**config.mk**
```make
export PLATFORM = sky130hd
export DESIGN_NAME = mem_ctrl_top
export DESIGN_NICKNAME = d
export VERILOG_FILES = /design/src/core_req_pkg.sv /design/src/dcache_proto_pkg.sv /design/src/mem_req_if.sv /design/src/mem_request_regs.sv /design/src/mem_access_fsm.sv /design/src/store_word_select.sv /design/src/load_data_assemble.sv /design/src/mem_ctrl_top.sv
export SDC_FILE = /design/constraint.sdc
export NUM_CORES = 1
export LEC_CHECK = 0
export BUFFER_PORTS_ARGS = -buffer_cell sky130_fd_sc_hd__buf_4
export CAP_MARGIN = 0
export CORE_AREA = 3 3 299 301
export DETAILED_ROUTE_END_ITERATION = 12
export DIE_AREA = 0 0 302 304
export GPL_ROUTABILITY_DRIVEN = 0
export MAX_ROUTING_LAYER = met4
export PLACE_DENSITY = 0.6
export SYNTH_ARGS = -nofsm -noshare
export SYNTH_HDL_FRONTEND = slang
export SYNTH_SLANG_ARGS = --single-unit
```
**constraint.sdc**
```tcl
create_clock -name clk -period 13.4 [get_ports clk]
set_input_delay 2.68 -clock clk [delete_from_list [all_inputs] [get_ports clk]]
set_output_delay 2.68 -clock clk [all_outputs]
set_load 0.01 [all_outputs]
```
**src/core_req_pkg.sv**
```systemverilog
// core-side widths and request types; dword size is legal for scalar requests only
`default_nettype none

package core_req_pkg;

    localparam int addr_w    = 17;
    localparam int byte_w    = 8;
    localparam int word_w    = 32;
    localparam int scalar_w  = 64;
    localparam int vec_bytes = 32;
    localparam int max_elems = 8;

    typedef logic [addr_w-1:0]             addr_t;
    typedef logic [word_w-1:0]             word_t;
    typedef logic [scalar_w-1:0]           scalar_t;
    typedef logic [vec_bytes*byte_w-1:0]   vec_t;
    typedef logic [$clog2(max_elems):0]    elem_len_t;   // 0..max_elems
    typedef logic [$clog2(max_elems)-1:0]  elem_idx_t;
    typedef logic [max_elems-1:0]          elem_mask_t;

    typedef enum logic [1:0] {
        size_byte  = 2'd0,
        size_half  = 2'd1,
        size_word  = 2'd2,
        size_dword = 2'd3
    } mem_size_e;

    typedef enum logic [1:0] {
        op_nop   = 2'd0,
        op_load  = 2'd1,
        op_store = 2'd2
    } mem_op_e;

    // address step per cache beat, a dword moves in two word beats
    function automatic addr_t size_step(mem_size_e size);
        case (size)
            size_byte: return addr_t'(1);
            size_half: return addr_t'(2);
            default:   return addr_t'(4);
        endcase
    endfunction

endpackage

`default_nettype wire

```
**src/dcache_proto_pkg.sv**
```systemverilog
// cache command/status encodings and controller status; cache command is a one-cycle strobe
`default_nettype none

package dcache_proto_pkg;

    typedef enum logic [1:0] {
        cmd_nop   = 2'd0,
        cmd_load  = 2'd1,
        cmd_store = 2'd2
    } dcache_cmd_e;

    typedef enum logic [1:0] {
        dc_resting  = 2'd0,
        dc_busy     = 2'd1,
        dc_finished = 2'd2   // one cycle, load word valid
    } dcache_status_e;

    typedef enum logic [1:0] {
        ctrl_resting  = 2'd0,
        ctrl_working  = 2'd1,
        ctrl_stall    = 2'd2,
        ctrl_finished = 2'd3
    } ctrl_status_e;

    typedef enum logic [1:0] {
        seq_idle,
        seq_issue,
        seq_wait_beat
    } seq_state_e;

endpackage

`default_nettype wire

```
**src/mem_req_if.sv**
```systemverilog
// captured request plus sequencer progress; fields are stable only while valid is high
`timescale 1ns/1ps
`default_nettype none

interface mem_req_if;

    logic                     valid;
    core_req_pkg::mem_op_e    op;
    logic                     is_vector;
    core_req_pkg::mem_size_e  size;
    core_req_pkg::elem_len_t  length;
    logic                     vm;
    core_req_pkg::elem_mask_t mask;
    core_req_pkg::vec_t       wvec;
    core_req_pkg::scalar_t    wscalar;

    logic                     accept;   // sequencer idle, may capture
    logic                     done;
    core_req_pkg::elem_idx_t  elem;
    logic                     hi_beat;

    modport regs (output valid, op, is_vector, size, length, vm, mask, wvec, wscalar,
                  input accept, done);

    modport seq (input valid, op, is_vector, size, length, vm, mask,
                 output accept, done, elem, hi_beat);

    modport dp (input valid, op, is_vector, size, wvec, wscalar, elem, hi_beat);

endinterface

`default_nettype wire

```
**src/mem_request_regs.sv**
```systemverilog
// holds one core request from capture until the sequencer signals done; scalar length forced to 1
`timescale 1ns/1ps
`default_nettype none

module mem_request_regs (
    input  wire                           clk,
    input  wire                           rst_n,
    input  wire                           mem_access_enabled,
    input  wire core_req_pkg::mem_op_e    op,
    input  wire                           is_vector,
    input  wire core_req_pkg::mem_size_e  size,
    input  wire core_req_pkg::elem_len_t  length,
    input  wire                           vm,
    input  wire core_req_pkg::elem_mask_t mask,
    input  wire core_req_pkg::scalar_t    written_scalar_data,
    input  wire core_req_pkg::vec_t       written_vector_data,
    mem_req_if.regs                       req
);

    logic capture;

    assign capture = req.accept && mem_access_enabled;

    always_ff @(posedge clk or negedge rst_n) begin
        if (!rst_n) begin
            req.valid     <= 1'b0;
            req.op        <= core_req_pkg::op_nop;
            req.is_vector <= 1'b0;
            req.size      <= core_req_pkg::size_byte;
            req.length    <= '0;
            req.vm        <= 1'b0;
        end else if (capture) begin
            req.valid     <= 1'b1;
            req.op        <= op;
            req.is_vector <= is_vector;
            req.size      <= size;
            req.length    <= is_vector ? length : core_req_pkg::elem_len_t'(1);
            req.vm        <= vm;
        end else if (req.done) begin
            req.valid <= 1'b0;
        end
    end

    // payload loads on capture
    always_ff @(posedge clk) begin
        if (capture) begin
            req.mask    <= mask;
            req.wvec    <= written_vector_data;
            req.wscalar <= written_scalar_data;
        end
    end

endmodule

`default_nettype wire

```
**src/mem_access_fsm.sv**
```systemverilog
// walks elements and dword beats; one command per beat, issued only while the cache is resting
`timescale 1ns/1ps
`default_nettype none

module mem_access_fsm (
    input  wire                                  clk,
    input  wire                                  rst_n,
    input  wire core_req_pkg::addr_t             data_addr,
    input  wire dcache_proto_pkg::dcache_status_e dcache_status,
    mem_req_if.seq                               req,
    output dcache_proto_pkg::ctrl_status_e       ctrl_status,
    output dcache_proto_pkg::dcache_cmd_e        dcache_cmd,
    output core_req_pkg::addr_t                  cache_addr,
    output core_req_pkg::mem_size_e              cache_size
);

    dcache_proto_pkg::seq_state_e state;
    core_req_pkg::addr_t          addr_q;
    core_req_pkg::addr_t          step;
    core_req_pkg::elem_idx_t      elem_q;
    logic                         hi_q;
    logic                         fin_q;   // end-of-request marker

    logic finish_now;
    logic at_issue;
    logic active;
    logic cache_rest;
    logic cache_fin;
    logic dword;
    logic last_elem;
    logic beat_done;
    logic elem_end;
    logic stall;

    assign finish_now = (req.op == core_req_pkg::op_nop) || (req.length == '0);

    // first cycle after capture behaves as an issue cycle
    assign at_issue = (state == dcache_proto_pkg::seq_issue) ||
                      (state == dcache_proto_pkg::seq_idle && req.valid && !finish_now);

    assign active     = !req.is_vector || req.vm || req.mask[elem_q];
    assign cache_rest = dcache_status == dcache_proto_pkg::dc_resting;
    assign cache_fin  = dcache_status == dcache_proto_pkg::dc_finished;
    assign dword      = req.size == core_req_pkg::size_dword;
    assign step       = core_req_pkg::size_step(req.size);
    assign last_elem  = (core_req_pkg::elem_len_t'(elem_q) + 1'b1) == req.length;
    assign beat_done  = (state == dcache_proto_pkg::seq_wait_beat) && cache_fin;

    // masked element, or last beat of an active one
    assign elem_end = (at_issue && !active) || (beat_done && !(dword && !hi_q));

    assign stall = (at_issue && active && !cache_rest) ||
                   (state == dcache_proto_pkg::seq_wait_beat && !cache_fin);

    assign req.accept  = (state == dcache_proto_pkg::seq_idle) && !req.valid;
    assign req.done    = (elem_end && last_elem) ||
                         (state == dcache_proto_pkg::seq_idle && req.valid && finish_now);
    assign req.elem    = elem_q;
    assign req.hi_beat = hi_q;

    assign cache_addr = addr_q;
    assign cache_size = dword ? core_req_pkg::size_word : req.size;

    always_comb begin
        dcache_cmd = dcache_proto_pkg::cmd_nop;
        if (at_issue && active && cache_rest) begin
            dcache_cmd = (req.op == core_req_pkg::op_store) ? dcache_proto_pkg::cmd_store
                                                            : dcache_proto_pkg::cmd_load;
        end
    end

    always_comb begin
        if (fin_q) begin
            ctrl_status = dcache_proto_pkg::ctrl_finished;
        end else if (state == dcache_proto_pkg::seq_idle && !req.valid) begin
            ctrl_status = dcache_proto_pkg::ctrl_resting;
        end else if (state == dcache_proto_pkg::seq_idle && finish_now) begin
            ctrl_status = dcache_proto_pkg::ctrl_finished;   // nop or empty vector
        end else if (stall) begin
            ctrl_status = dcache_proto_pkg::ctrl_stall;
        end else begin
            ctrl_status = dcache_proto_pkg::ctrl_working;
        end
    end

    always_ff @(posedge clk or negedge rst_n) begin
        if (!rst_n) begin
            state  <= dcache_proto_pkg::seq_idle;
            addr_q <= '0;
            elem_q <= '0;
            hi_q   <= 1'b0;
            fin_q  <= 1'b0;
        end else begin
            fin_q <= 1'b0;
            if (req.accept) begin
                addr_q <= data_addr;   // follows the core until capture
                elem_q <= '0;
                hi_q   <= 1'b0;
            end
            if (at_issue && active) begin
                state <= cache_rest ? dcache_proto_pkg::seq_wait_beat
                                    : dcache_proto_pkg::seq_issue;
            end
            if (beat_done && dword && !hi_q) begin
                hi_q   <= 1'b1;
                addr_q <= addr_q + step;
                state  <= dcache_proto_pkg::seq_issue;
            end
            if (elem_end) begin
                hi_q   <= 1'b0;
                addr_q <= addr_q + step;   // masked elements step too
                elem_q <= elem_q + 1'b1;
                if (last_elem) begin
                    state <= dcache_proto_pkg::seq_idle;
                    fin_q <= 1'b1;
                end else begin
                    state <= dcache_proto_pkg::seq_issue;
                end
            end
        end
    end

endmodule

`default_nettype wire

```
**src/store_word_select.sv**
```systemverilog
// combinational write word; vector dword elements are not supported and fall back to word
`timescale 1ns/1ps
`default_nettype none

module store_word_select (
    mem_req_if.dp               req,
    output core_req_pkg::word_t cache_wdata
);

    localparam int hw = core_req_pkg::word_w;

    always_comb begin
        if (!req.is_vector) begin
            // dword scalar goes low half first
            cache_wdata = req.hi_beat ? req.wscalar[hw +: hw] : req.wscalar[0 +: hw];
        end else begin
            case (req.size)
                core_req_pkg::size_byte: begin
                    cache_wdata = core_req_pkg::word_t'(req.wvec[{req.elem, 3'b000} +: 8]);
                end
                core_req_pkg::size_half: begin
                    cache_wdata = core_req_pkg::word_t'(req.wvec[{req.elem, 4'b0000} +: 16]);
                end
                default: begin
                    cache_wdata = req.wvec[{req.elem, 5'b00000} +: hw];
                end
            endcase
        end
    end

endmodule

`default_nettype wire

```
**src/load_data_assemble.sv**
```systemverilog
// load results update on the cache finish edge; vector lanes clear one cycle after capture
`timescale 1ns/1ps
`default_nettype none

module load_data_assemble (
    input  wire                                  clk,
    input  wire                                  rst_n,
    input  wire dcache_proto_pkg::dcache_status_e dcache_status,
    input  wire core_req_pkg::word_t             cache_rdata,
    mem_req_if.dp                                req,
    output core_req_pkg::scalar_t                scalar_data,
    output core_req_pkg::vec_t                   vector_data
);

    logic valid_q;
    logic is_load;
    logic load_done;
    logic new_vec_load;

    assign is_load      = req.valid && (req.op == core_req_pkg::op_load);
    assign load_done    = is_load && (dcache_status == dcache_proto_pkg::dc_finished);
    assign new_vec_load = is_load && !valid_q && req.is_vector;

    always_ff @(posedge clk or negedge rst_n) begin
        if (!rst_n) begin
            valid_q     <= 1'b0;
            scalar_data <= '0;
            vector_data <= '0;
        end else begin
            valid_q <= req.valid;
            if (new_vec_load) begin
                vector_data <= '0;   // masked lanes stay zero
            end
            if (load_done && req.is_vector) begin
                case (req.size)
                    core_req_pkg::size_byte:
                        vector_data[{req.elem, 3'b000} +: 8] <= cache_rdata[7:0];
                    core_req_pkg::size_half:
                        vector_data[{req.elem, 4'b0000} +: 16] <= cache_rdata[15:0];
                    default:
                        vector_data[{req.elem, 5'b00000} +: 32] <= cache_rdata;
                endcase
            end
            if (load_done && !req.is_vector) begin
                case (req.size)
                    core_req_pkg::size_byte:
                        scalar_data <= {{56{cache_rdata[7]}}, cache_rdata[7:0]};
                    core_req_pkg::size_half:
                        scalar_data <= {{48{cache_rdata[15]}}, cache_rdata[15:0]};
                    core_req_pkg::size_word:
                        scalar_data <= {{32{cache_rdata[31]}}, cache_rdata};
                    default: begin
                        if (req.hi_beat) begin
                            scalar_data[63:32] <= cache_rdata;
                        end else begin
                            scalar_data[31:0] <= cache_rdata;
                        end
                    end
                endcase
            end
        end
    end

endmodule

`default_nettype wire

```
**src/mem_ctrl_top.sv**
```systemverilog
// core to data cache access controller; no handshake on the cache side beyond status levels
`timescale 1ns/1ps
`default_nettype none

module mem_ctrl_top (
    input  wire                                   clk,
    input  wire                                   rst_n,
    input  wire                                   mem_access_enabled,
    input  wire core_req_pkg::mem_op_e            op,
    input  wire                                   is_vector,
    input  wire core_req_pkg::mem_size_e          size,
    input  wire core_req_pkg::addr_t              data_addr,
    input  wire core_req_pkg::elem_len_t          length,
    input  wire                                   vm,
    input  wire core_req_pkg::elem_mask_t         mask,
    input  wire core_req_pkg::scalar_t            written_scalar_data,
    input  wire core_req_pkg::vec_t               written_vector_data,
    input  wire dcache_proto_pkg::dcache_status_e dcache_status,
    input  wire core_req_pkg::word_t              cache_rdata,
    output wire dcache_proto_pkg::ctrl_status_e   ctrl_status,
    output wire core_req_pkg::scalar_t            scalar_data,
    output wire core_req_pkg::vec_t               vector_data,
    output wire dcache_proto_pkg::dcache_cmd_e    dcache_cmd,
    output wire core_req_pkg::addr_t              cache_addr,
    output wire core_req_pkg::mem_size_e          cache_size,
    output wire core_req_pkg::word_t              cache_wdata
);

    mem_req_if req ();

    mem_request_regs u_regs (
        .clk                 (clk),
        .rst_n               (rst_n),
        .mem_access_enabled  (mem_access_enabled),
        .op                  (op),
        .is_vector           (is_vector),
        .size                (size),
        .length              (length),
        .vm                  (vm),
        .mask                (mask),
        .written_scalar_data (written_scalar_data),
        .written_vector_data (written_vector_data),
        .req                 (req.regs)
    );

    mem_access_fsm u_fsm (
        .clk           (clk),
        .rst_n         (rst_n),
        .data_addr     (data_addr),
        .dcache_status (dcache_status),
        .req           (req.seq),
        .ctrl_status   (ctrl_status),
        .dcache_cmd    (dcache_cmd),
        .cache_addr    (cache_addr),
        .cache_size    (cache_size)
    );

    store_word_select u_wsel (
        .req         (req.dp),
        .cache_wdata (cache_wdata)
    );

    load_data_assemble u_load (
        .clk           (clk),
        .rst_n         (rst_n),
        .dcache_status (dcache_status),
        .cache_rdata   (cache_rdata),
        .req           (req.dp),
        .scalar_data   (scalar_data),
        .vector_data   (vector_data)
    );

endmodule

`default_nettype wire

```
======== Word-level counts from Yosys, hierarchy flattened ========
Cells that the tools add are included.
storage, ports and cells
  bits in writable memories ............... 0
  logic and storage cells ................. 135
  latch bits .............................. 0
  memories ................................ 0
  output and inout bits ................... 375
  memory bits (read-only) ................. 0
  input port bits ......................... 392
  register bits after elaboration ......... 684
operators by class
  shift-type cells ........................ 9
  multipliers ............................. 0
  $add $sub $neg .......................... 6
  reduce and logical (&&, ||, !) cells .... 51
  magnitude comparators ................... 1
  div/mod/pow operators ................... 0
  bitwise logic cells ..................... 0
  mux-type cells .......................... 40
  eq/ne operators ......................... 10
operators with widths
  kind                                                      count
  bitwise mux 256 bit                                       3
  two-way mux 256 bit                                       2
  case mux 256 bit (2 select lines)                         1
  variable shift 16 x 9 -> 256 bit (first input constant)   1
  variable shift 32 x 10 -> 256 bit (first input constant)  1
  variable shift 8 x 8 -> 256 bit (first input constant)    1
  indexed part select 16 x 9 -> 256 bit                     1
  indexed part select 256 x 7 -> 8 bit                      1
  indexed part select 256 x 8 -> 16 bit                     1
  indexed part select 256 x 9 -> 32 bit                     1
  indexed part select 32 x 10 -> 256 bit                    1
  indexed part select 8 x 8 -> 256 bit                      1
  case mux 64 bit (3 select lines)                          1
  two-way mux 32 bit                                        4
  case mux 32 bit (2 select lines)                          1
  two-way mux 17 bit                                        3
  logical AND 1 bit                                         23
  two-way mux 2 bit                                         11
  adder 17 x 3 -> 17 bit                                    1
  == test 2 bit (second input constant)                     5
  negator 8 -> 10 bit                                       1
  logical NOT 1 bit                                         9
  two-way mux 1 bit                                         9
  negator 7 -> 9 bit                                        1
  other kinds (18)                                          33

======== Depth between registers and ports, before layout ========
Gate-level depths: netlist of the first run.
  word-level depth ........................ 12
  mapped depth ............................ 16
  depth with buffers taken out ............ 9

======== By module ========
From an unflattened synthesis of the first run, not the netlist that was laid out.
unflattened totals
  cell total of the unflattened synthesis .. 2760
  area total of the unflattened synthesis .. 32688.9 um^2
by module, submodules not included
  module              area an instance (um^2)  cells an instance  sequential area each (um^2)  times used
  load_data_assemble  16424.5                  1832               8032.7                       1
  mem_request_regs    10298.6                  361                10124.7                      1
  store_word_select   4204.0                   372                0.0                          1
  mem_access_fsm      1761.7                   195                600.6                        1

======== Worst setup path after synthesis of the first run ========
No wires, ideal clock.
  kind .................................... input-to-reg
  start point ............................. input mem_access_enabled
  end point ............................... register u_regs.req.length[0]
  stages on the path ...................... 4
  path buffers ............................ 1
  library setup time ...................... 0.529 ns
  setup slack ............................. 0.419 ns
  data required time ...................... 12.871 ns
  data arrival time ....................... 12.452 ns
  cell sequence ........................... nand2_1 inv_1 clkbuf_1 a31oi_1
between the ends
  word-level cells in the longest chain between the ends .. 1
ends and longest elaborated chain
  element                   RTL line                source
  from (decl)               mem_ctrl_top.sv:8       input wire mem_access_enabled,
  logical AND 1 bit         mem_request_regs.sv:22  assign capture = req.accept && mem_access_enabled;
  named net u_regs.capture  mem_request_regs.sv:20  logic capture;
  to (decl)                 mem_req_if.sv:22        modport regs (output valid, op, is_vector, size, length, vm, mask, wvec, wscalar,
The timed path passes the listed nets, and every way through them passes these cells.
A chain may end at the register's enable or synchronous reset.

======== Worst setup path in the final report of the first run ========
  start point ............................. register u_fsm.elem_q[1], in the netlist u_fsm.req.elem[1]
  end point ............................... output cache_wdata[5]
between the ends
  word-level cells in the longest chain between the ends .. 3
  elaborated cells between the ends (all ways) .. 5
  classes of those cells .................. shift (3); mux (2)
ends and longest elaborated chain
  element                                                        RTL line                 source
  from (decl)                                                    mem_access_fsm.sv:20     core_req_pkg::elem_idx_t elem_q;
  from (signal assigned)                                         mem_access_fsm.sv:112    elem_q <= elem_q + 1'b1;
  indexed part select 256 x 9 -> 32 bit (tied with other cells)  store_word_select.sv:25  cache_wdata = req.wvec[{req.elem, 5'b00000} +: hw];
  case mux 32 bit (2 select lines) (*)                           store_word_select.sv:17  case (req.size)
  two-way mux 32 bit (*)                                         store_word_select.sv:13  if (!req.is_vector) begin
  to (decl)                                                      mem_ctrl_top.sv:26       output wire core_req_pkg::word_t cache_wdata
Mark *: on every way between the ends. The rest lies on a longest branch, timed or not.

==> results of run 1 <==
-- critical path: stages, from the launching register on --
cell and delay, ps:
dfrtp_4 690, buf_4 710, buf_4 640, mux4_2 570, nor2_1 100, nor3_1 60
o21ai_0 410, o21ai_0 210, buf_4 190
-- registers in the layout (all words and copies together), names as in the netlist --
register              flops
u_fsm.cache_addr         17
u_load.valid_q            1
u_fsm.req.hi_beat         1
u_regs.req.valid          1
u_fsm.req.elem            3
u_regs.req.wvec         256
u_regs.req.length         4
u_regs.req.is_vector      1
u_regs.req.wscalar       64
u_load.scalar_data       64
u_load.vector_data      256
u_regs.req.size           2
u_regs.req.mask           8
u_fsm.state               2
u_regs.req.op             2
u_regs.req.vm             1
u_fsm.fin_q               1
-- per-layer routing --
| metal | up-vias | GRT usage | wire, um |
|---|---|---|---|
| li1 | 11520 | - | - |
| met1 | 13020 | 0.3125 | 44660 |
| met2 | 1374 | 0.4471 | 62760 |
| met3 | 292 | 0.07077 | 11410 |
| met4 | 0 | 0.1255 | 5790 |
| met5 | - | - | 0 |
-- placed cells by master, fill, tap and decap left out, drive strengths merged, types with 8 or more instances in the layout --
master / n
a21boi: 8
a21oi: 99
a221o: 22
a221oi: 36
a22oi: 11
a311oi: 10
a31o: 14
a31oi: 38
a32o: 45
a32oi: 16
buf: 808
clkbuf: 96
clkinv: 28
dfrtp: 356
diode: 12
edfxtp: 328
inv: 41
mux2: 14
mux2i: 107
mux4: 116
nand2: 393
nand2b: 10
nand3: 39
nor2: 175
nor2b: 11
nor3: 36
nor4: 13
o211ai: 16
o21ai: 298
o221ai: 8
o22ai: 45
o31ai: 11
o32ai: 31
-- power by group through the flow --
stage,Clock (mW),Sequential [mW],Combinational (mW)
floorplan,0,3.10,1.91
global placement,0,3.01,3.52
detailed placement,0,3.02,3.55
CTS,2.22,2.98,3.56
global route,2.31,3.04,3.82
finish,2.18,2.98,3.54
-- area by class of cell --
cell class / instances / area [um2] / area share
Antenna cell: 12 / 30.03 / 0.0007265
Clock buffer: 96 / 2121 / 0.05131
Clock inverter: 43 / 464.2 / 0.01123
Inverter: 39 / 153.9 / 0.003723
Multi-Input combinational cell: 1730 / 12230 / 0.2960
Sequential cell: 684 / 18770 / 0.4542
Tap cell: 1155 / 1445 / 0.03496
Timing Repair Buffer: 808 / 6111 / 0.1478
-- worst min path at each step --
stage | start | end | cells past startpoint
finish | u_load.scalar_data[46] | u_load.scalar_data[46] | 2
CTS | u_load.scalar_data[37] | u_load.scalar_data[37] | 2
floorplan | u_regs.req.valid | u_load.valid_q | 0
global placement | u_load.scalar_data[53] | u_load.scalar_data[53] | 2
detailed placement | u_load.scalar_data[37] | u_load.scalar_data[37] | 2
global route | u_load.vector_data[211] | u_load.vector_data[211] | 1
-- logic make-up after synthesis --
family | Yosys count
AOI/OAI and AO/OA | 755
xor gates and xnor gates | 6
adders and majority gates | 8
buffers and inverters | 296
DFF | 684
muxes | 237
and+or+nand+nor | 724
==> impl_metrics.env, run 1 <==
export IMPL_rsz0062_at_grt="no"
export IMPL_relSlewSlack=0.1807
export IMPL_fin_area_mm2=0.04133
export IMPL_numCtsBuffers=78
export IMPL_clk_pin_slew_ps=60
export IMPL_yosys_warnings=0
export IMPL_syn_nets=3110
export IMPL_max_cap_violations=0
export IMPL_switching_share=0.3822
export IMPL_place_worst_setup_slack_ps=7081
export IMPL_pwr_share_comb=0.407
export IMPL_instances_no_fill=4567
export IMPL_outcome="complete, no violations"
export IMPL_cts_resized=0
export IMPL_synth_compound_area_frac=0.1562
export IMPL_power_density_mw_per_mm2=210.4
export IMPL_nNetsFinal=3741
export IMPL_portBuffers=766
export IMPL_postSynthCellCount=2710
export IMPL_ff2ff_path_depth=9
export IMPL_place_inst=4416
export IMPL_synth_edff_count=328
export IMPL_placed_area_mm2=0.03872
export IMPL_postCtsSetupBuffers=0
export IMPL_h_tree_depth=3
export IMPL_start_kind="flop"
export IMPL_clock_root_buffer="clkbuf_16"
export IMPL_fin_ws_ps=6447
export IMPL_drt_pre_antenna_iters=8
export IMPL_die_y_um=304
export IMPL_grt_max_degree=191
export IMPL_drv_slew=0
export IMPL_r2r_start="u_fsm.req.elem[1]"
export IMPL_holdWs_ps=484.4
export IMPL_drive_above_1_share=0.3324
export IMPL_io_pins=767
export IMPL_clock_latency_ps=650
export IMPL_fillers=7884
export IMPL_ctsHoldBuffers=0
export IMPL_synth_ff_type="dfrtp_1"
export IMPL_fin_crit_sh=0.5189
export IMPL_p_leak_nw=16.92
export IMPL_vias=26210
export IMPL_fin_setup_tns_ps=0
export IMPL_grt_pass1_vias=25620
export IMPL_initial_core_util=0.3702
export IMPL_intPower_mw=5.374
export IMPL_grt_usage=0.2725
export IMPL_crit_start="u_fsm.req.elem[1]"
export IMPL_hp_class="flop to flop"
export IMPL_grt_ovfl_total=0
export IMPL_ir_drop_uv=125.3
export IMPL_setup_worst_path_class="flop to primary output"
export IMPL_grt_pass1_wl_um=179000
export IMPL_antenna_found_initial=14
export IMPL_skew_ps=30.98
export IMPL_crit_path_end="cache_wdata[5]"
export IMPL_yosysTopAreaCell="edfxtp_1"
export IMPL_routed_wl_um=124600
export IMPL_fmax_mhz=143.8
export IMPL_synth_top_family_by_area="compound AO/OA/AOI/OAI gates"
export IMPL_ys_seq_area_frac=0.5832
export IMPL_syn_mean_instance_area_um2=11.87
export IMPL_drt_antenna_violating_nets=0
export IMPL_setup_viol=0
export IMPL_power_frac_seq=0.343
export IMPL_die_area_mm2=0.09181
export IMPL_syn2layout_area_growth_pct=28.51
export IMPL_ys_seq_elements=684
export IMPL_synth_xor_area_share=0.001634
export IMPL_synthArstFlopShare=0.5205
export IMPL_synth_distinct_cells=91
export IMPL_p_clk_frac=0.250
export IMPL_hpwl_um=86660
export IMPL_post_route_util=0.4757
export IMPL_hold_viol_final=0
export IMPL_vias_per_cell=5.738
export IMPL_synthSimpleGateAreaFrac=0.09729
export IMPL_synth_most_common_cell="nand2_1"
export IMPL_cts_tree="done"
export IMPL_cts_sinks=684
export IMPL_yosys_top_cells_area="edfxtp_1, dfrtp_1, mux4_2, nand2_1, o21ai_0"
export IMPL_wl_per_cell_um=27.29
export IMPL_crit_required_ps=10720
export IMPL_ff2ff_setup_slack_ps=8330
export IMPL_drtIter0Drc=2627
export IMPL_worst_pin_slew_ps=1229
export IMPL_drc=0
export IMPL_reg2reg_to="u_load.vector_data[32]"
export IMPL_netlist_area_mm2=0.03216
export IMPL_p_total_mw=8.698
export IMPL_die_x_um=302
export IMPL_fp_coreArea_mm2=0.08689
export IMPL_synth_common_cells="nand2_1, dfrtp_1, edfxtp_1"
export IMPL_fp_row_count=108
export IMPL_power_switching_mw=3.324
export IMPL_synth_fa_ha_area_frac=0.003346
export IMPL_crit_path_end_kind="primary output"
export IMPL_cp_max_fo=53
export IMPL_critPathArrivalTime_ps=4270
export IMPL_clockBufferDepth=3
export IMPL_fin_crit_ps=6953
export IMPL_synth_top_cell_area_share=0.3062
export IMPL_synth_area_mux_share=0.1194
No activity file was read; power rests on OpenSTA's default activity.
==> inputs of run 2 (changes only) <==
CORE_AREA = 3 3 302 304   (was 3 3 299 301)
DIE_AREA = 0 0 305 307   (was 0 0 302 304)
PLACE_DENSITY = 0.62   (was 0.6)
clock period = 5.8 ns   (was 13.4 ns; I/O delays follow)
==> run 2 against run 1 <==
Net effect:
- sequential share of layout area decreased by 0.15 points
- routed wire length increased by 2.1%
- sequential power increased by 140%
- register-to-register slack got worse by 6900 ps
- utilization decreased by 0.71 points
- first-iteration DRC count increased by 10%
- clock power increased by 130%
- design area increased by 0.34%
- final cell count increased by 0.48%
- via count increased by 0.64%
- critical endpoint is now ctrl_status[1]
- largest cell class unchanged
==> impl_metrics.env, run 2 (same netlist as run 1, synthesis figures left out) <==
export IMPL_outcome="complete, no violations"
export IMPL_setup_viol=0
export IMPL_syn2layout_area_growth_pct=28.95
export IMPL_place_inst=4439
export IMPL_power_density_mw_per_mm2=487.3
export IMPL_min_from="u_load.scalar_data[60]"
export IMPL_p_total_mw=20.21
export IMPL_fin_area_mm2=0.04147
export IMPL_crit_required_ps=4640
export IMPL_grt_pass1_wl_um=181900
export IMPL_r2r_start="u_fsm.req.elem[0]"
export IMPL_crit_path_end_kind="primary output"
export IMPL_vias_per_cell=5.747
export IMPL_initial_core_util=0.3634
export IMPL_fp_row_count=109
export IMPL_worst_pin_slew_ps=1295
export IMPL_hold_viol_final=0
export IMPL_die_y_um=307
export IMPL_hpwl_um=89460
export IMPL_placed_area_mm2=0.03886
export IMPL_portBuffers=766
export IMPL_io_pins=767
export IMPL_layout_commonest_cell="buf_4"
export IMPL_critPathArrivalTime_ps=3770
export IMPL_crit_start="u_fsm.req.elem[0]"
export IMPL_final_cell_mix="buf_4, nand2_1, dfrtp_1"
export IMPL_drv_slew=0
export IMPL_fmax_mhz=202.7
export IMPL_clk_pin_slew_ps=60
export IMPL_die_area_mm2=0.09364
export IMPL_start_kind="flop"
export IMPL_p_leak_nw=17.00
export IMPL_grt_usage=0.2715
export IMPL_instances_no_fill=4589
export IMPL_die_x_um=305
export IMPL_post_route_util=0.4686
export IMPL_ctsHoldBuffers=0
export IMPL_cts_sinks=684
export IMPL_ir_drop_uv=265.1
export IMPL_antenna_found_initial=8
export IMPL_setup_worst_path_class="flop to primary output"
export IMPL_drtIter0Drc=2895
export IMPL_drt_antenna_violating_nets=0
export IMPL_whs_path_depth=2
export IMPL_numCtsBuffers=79
export IMPL_drc=0
export IMPL_h_tree_depth=3
export IMPL_clockBufferDepth=3
export IMPL_fin_crit_sh=0.8505
export IMPL_cts_resized=0
export IMPL_postCtsSetupBuffers=0
export IMPL_fp_coreArea_mm2=0.08851
export IMPL_cts_tree="done"
export IMPL_hp_class="flop to flop"
export IMPL_grt_ovfl_total=0
export IMPL_fin_setup_tns_ps=0
export IMPL_ff2ff_path_depth=8
export IMPL_max_cap_violations=0
export IMPL_clock_root_buffer="clkbuf_16"
export IMPL_grt_pass1_vias=25920
export IMPL_grt_max_degree=114
export IMPL_skew_ps=35.69
export IMPL_drt_pre_antenna_iters=8
export IMPL_vias=26380
export IMPL_largestRegisters="u_load.vector_data x256, u_regs.req.wvec x256"
export IMPL_clock_latency_ps=670
export IMPL_cp_max_fo=59
export IMPL_routed_wl_um=127200
export IMPL_nNetsFinal=3755
export IMPL_relSlewSlack=0.1336
export IMPL_rsz0062_at_grt="no"
export IMPL_fin_crit_ps=4933
export IMPL_drive_above_1_share=0.3327
export IMPL_wl_per_cell_um=27.73
==> run 2: cell count changes in the layout (fill, tap and decap cells not counted), moves of 3 or more <==
cell,before,now
clkbuf_1,9,22
buf_4,804,814
clkinv_2,16,8
diode_2,12,6
buf_12,3,6
clkinv_4,0,3
clkinv_8,4,1
clkinvlp_4,6,3
==> run 2: worst max-delay path, stage by stage (launching register included) <==
cell and delay (ps):
dfrtp_4 1070, buf_4 490, mux4_2 560, o2bb2ai_2 180
o21a_1 220, a2bb2oi_1 180, o22a_1 200, buf_4 140
==> run 2: metal layers <==
layer / vias to the layer above / wire (um) / global-route usage
li1: 11550 / - / -
met1: 13060 / 46790 / 0.3147
met2: 1477 / 62850 / 0.4443
met3: 291 / 11450 / 0.06853
met4: 0 / 6145 / 0.1273
met5: - / 0 / -
==> run 2: cell type report <==
class,instances,area [um2]
fillers,8045,47040
diodes,6,15.01
flip-flops and latches,684,18770
multi-input cells,1730,12230
well taps,1165,1458
repair buffers,821,6246
clock buffers,113,2247
clock inverters,31,346.6
inverters,39,153.9
==> run 2: stage by stage <==
stage	hold WS (ps)	setup WS, ps
floorplan	449.6	1507
global placement	463.5	1528
detailed placement	471.0	1445
CTS	484.2	778.5
global route	498.2	607.4
finish	479.8	867.0
==> run 2: worst paths after layout <==
path / end / slack, ps
min: u_load.scalar_data[60] / 480
max: ctrl_status[1] / 870
max in group asynchronous: u_load.vector_data[177] / 4040
max reg2reg: u_load.vector_data[38] / 1430
min reg2reg: u_load.scalar_data[60] / 480
min in group asynchronous: u_load.vector_data[131] / 570
==> run 2: where the power goes <==
part           switching, mW  leakage [nW]  internal, mW
Clock                   2.10          1.26          2.94
Combinational           4.73          8.24          3.40
Sequential             0.934          7.50          6.10
Total                   7.76          17.0          12.4
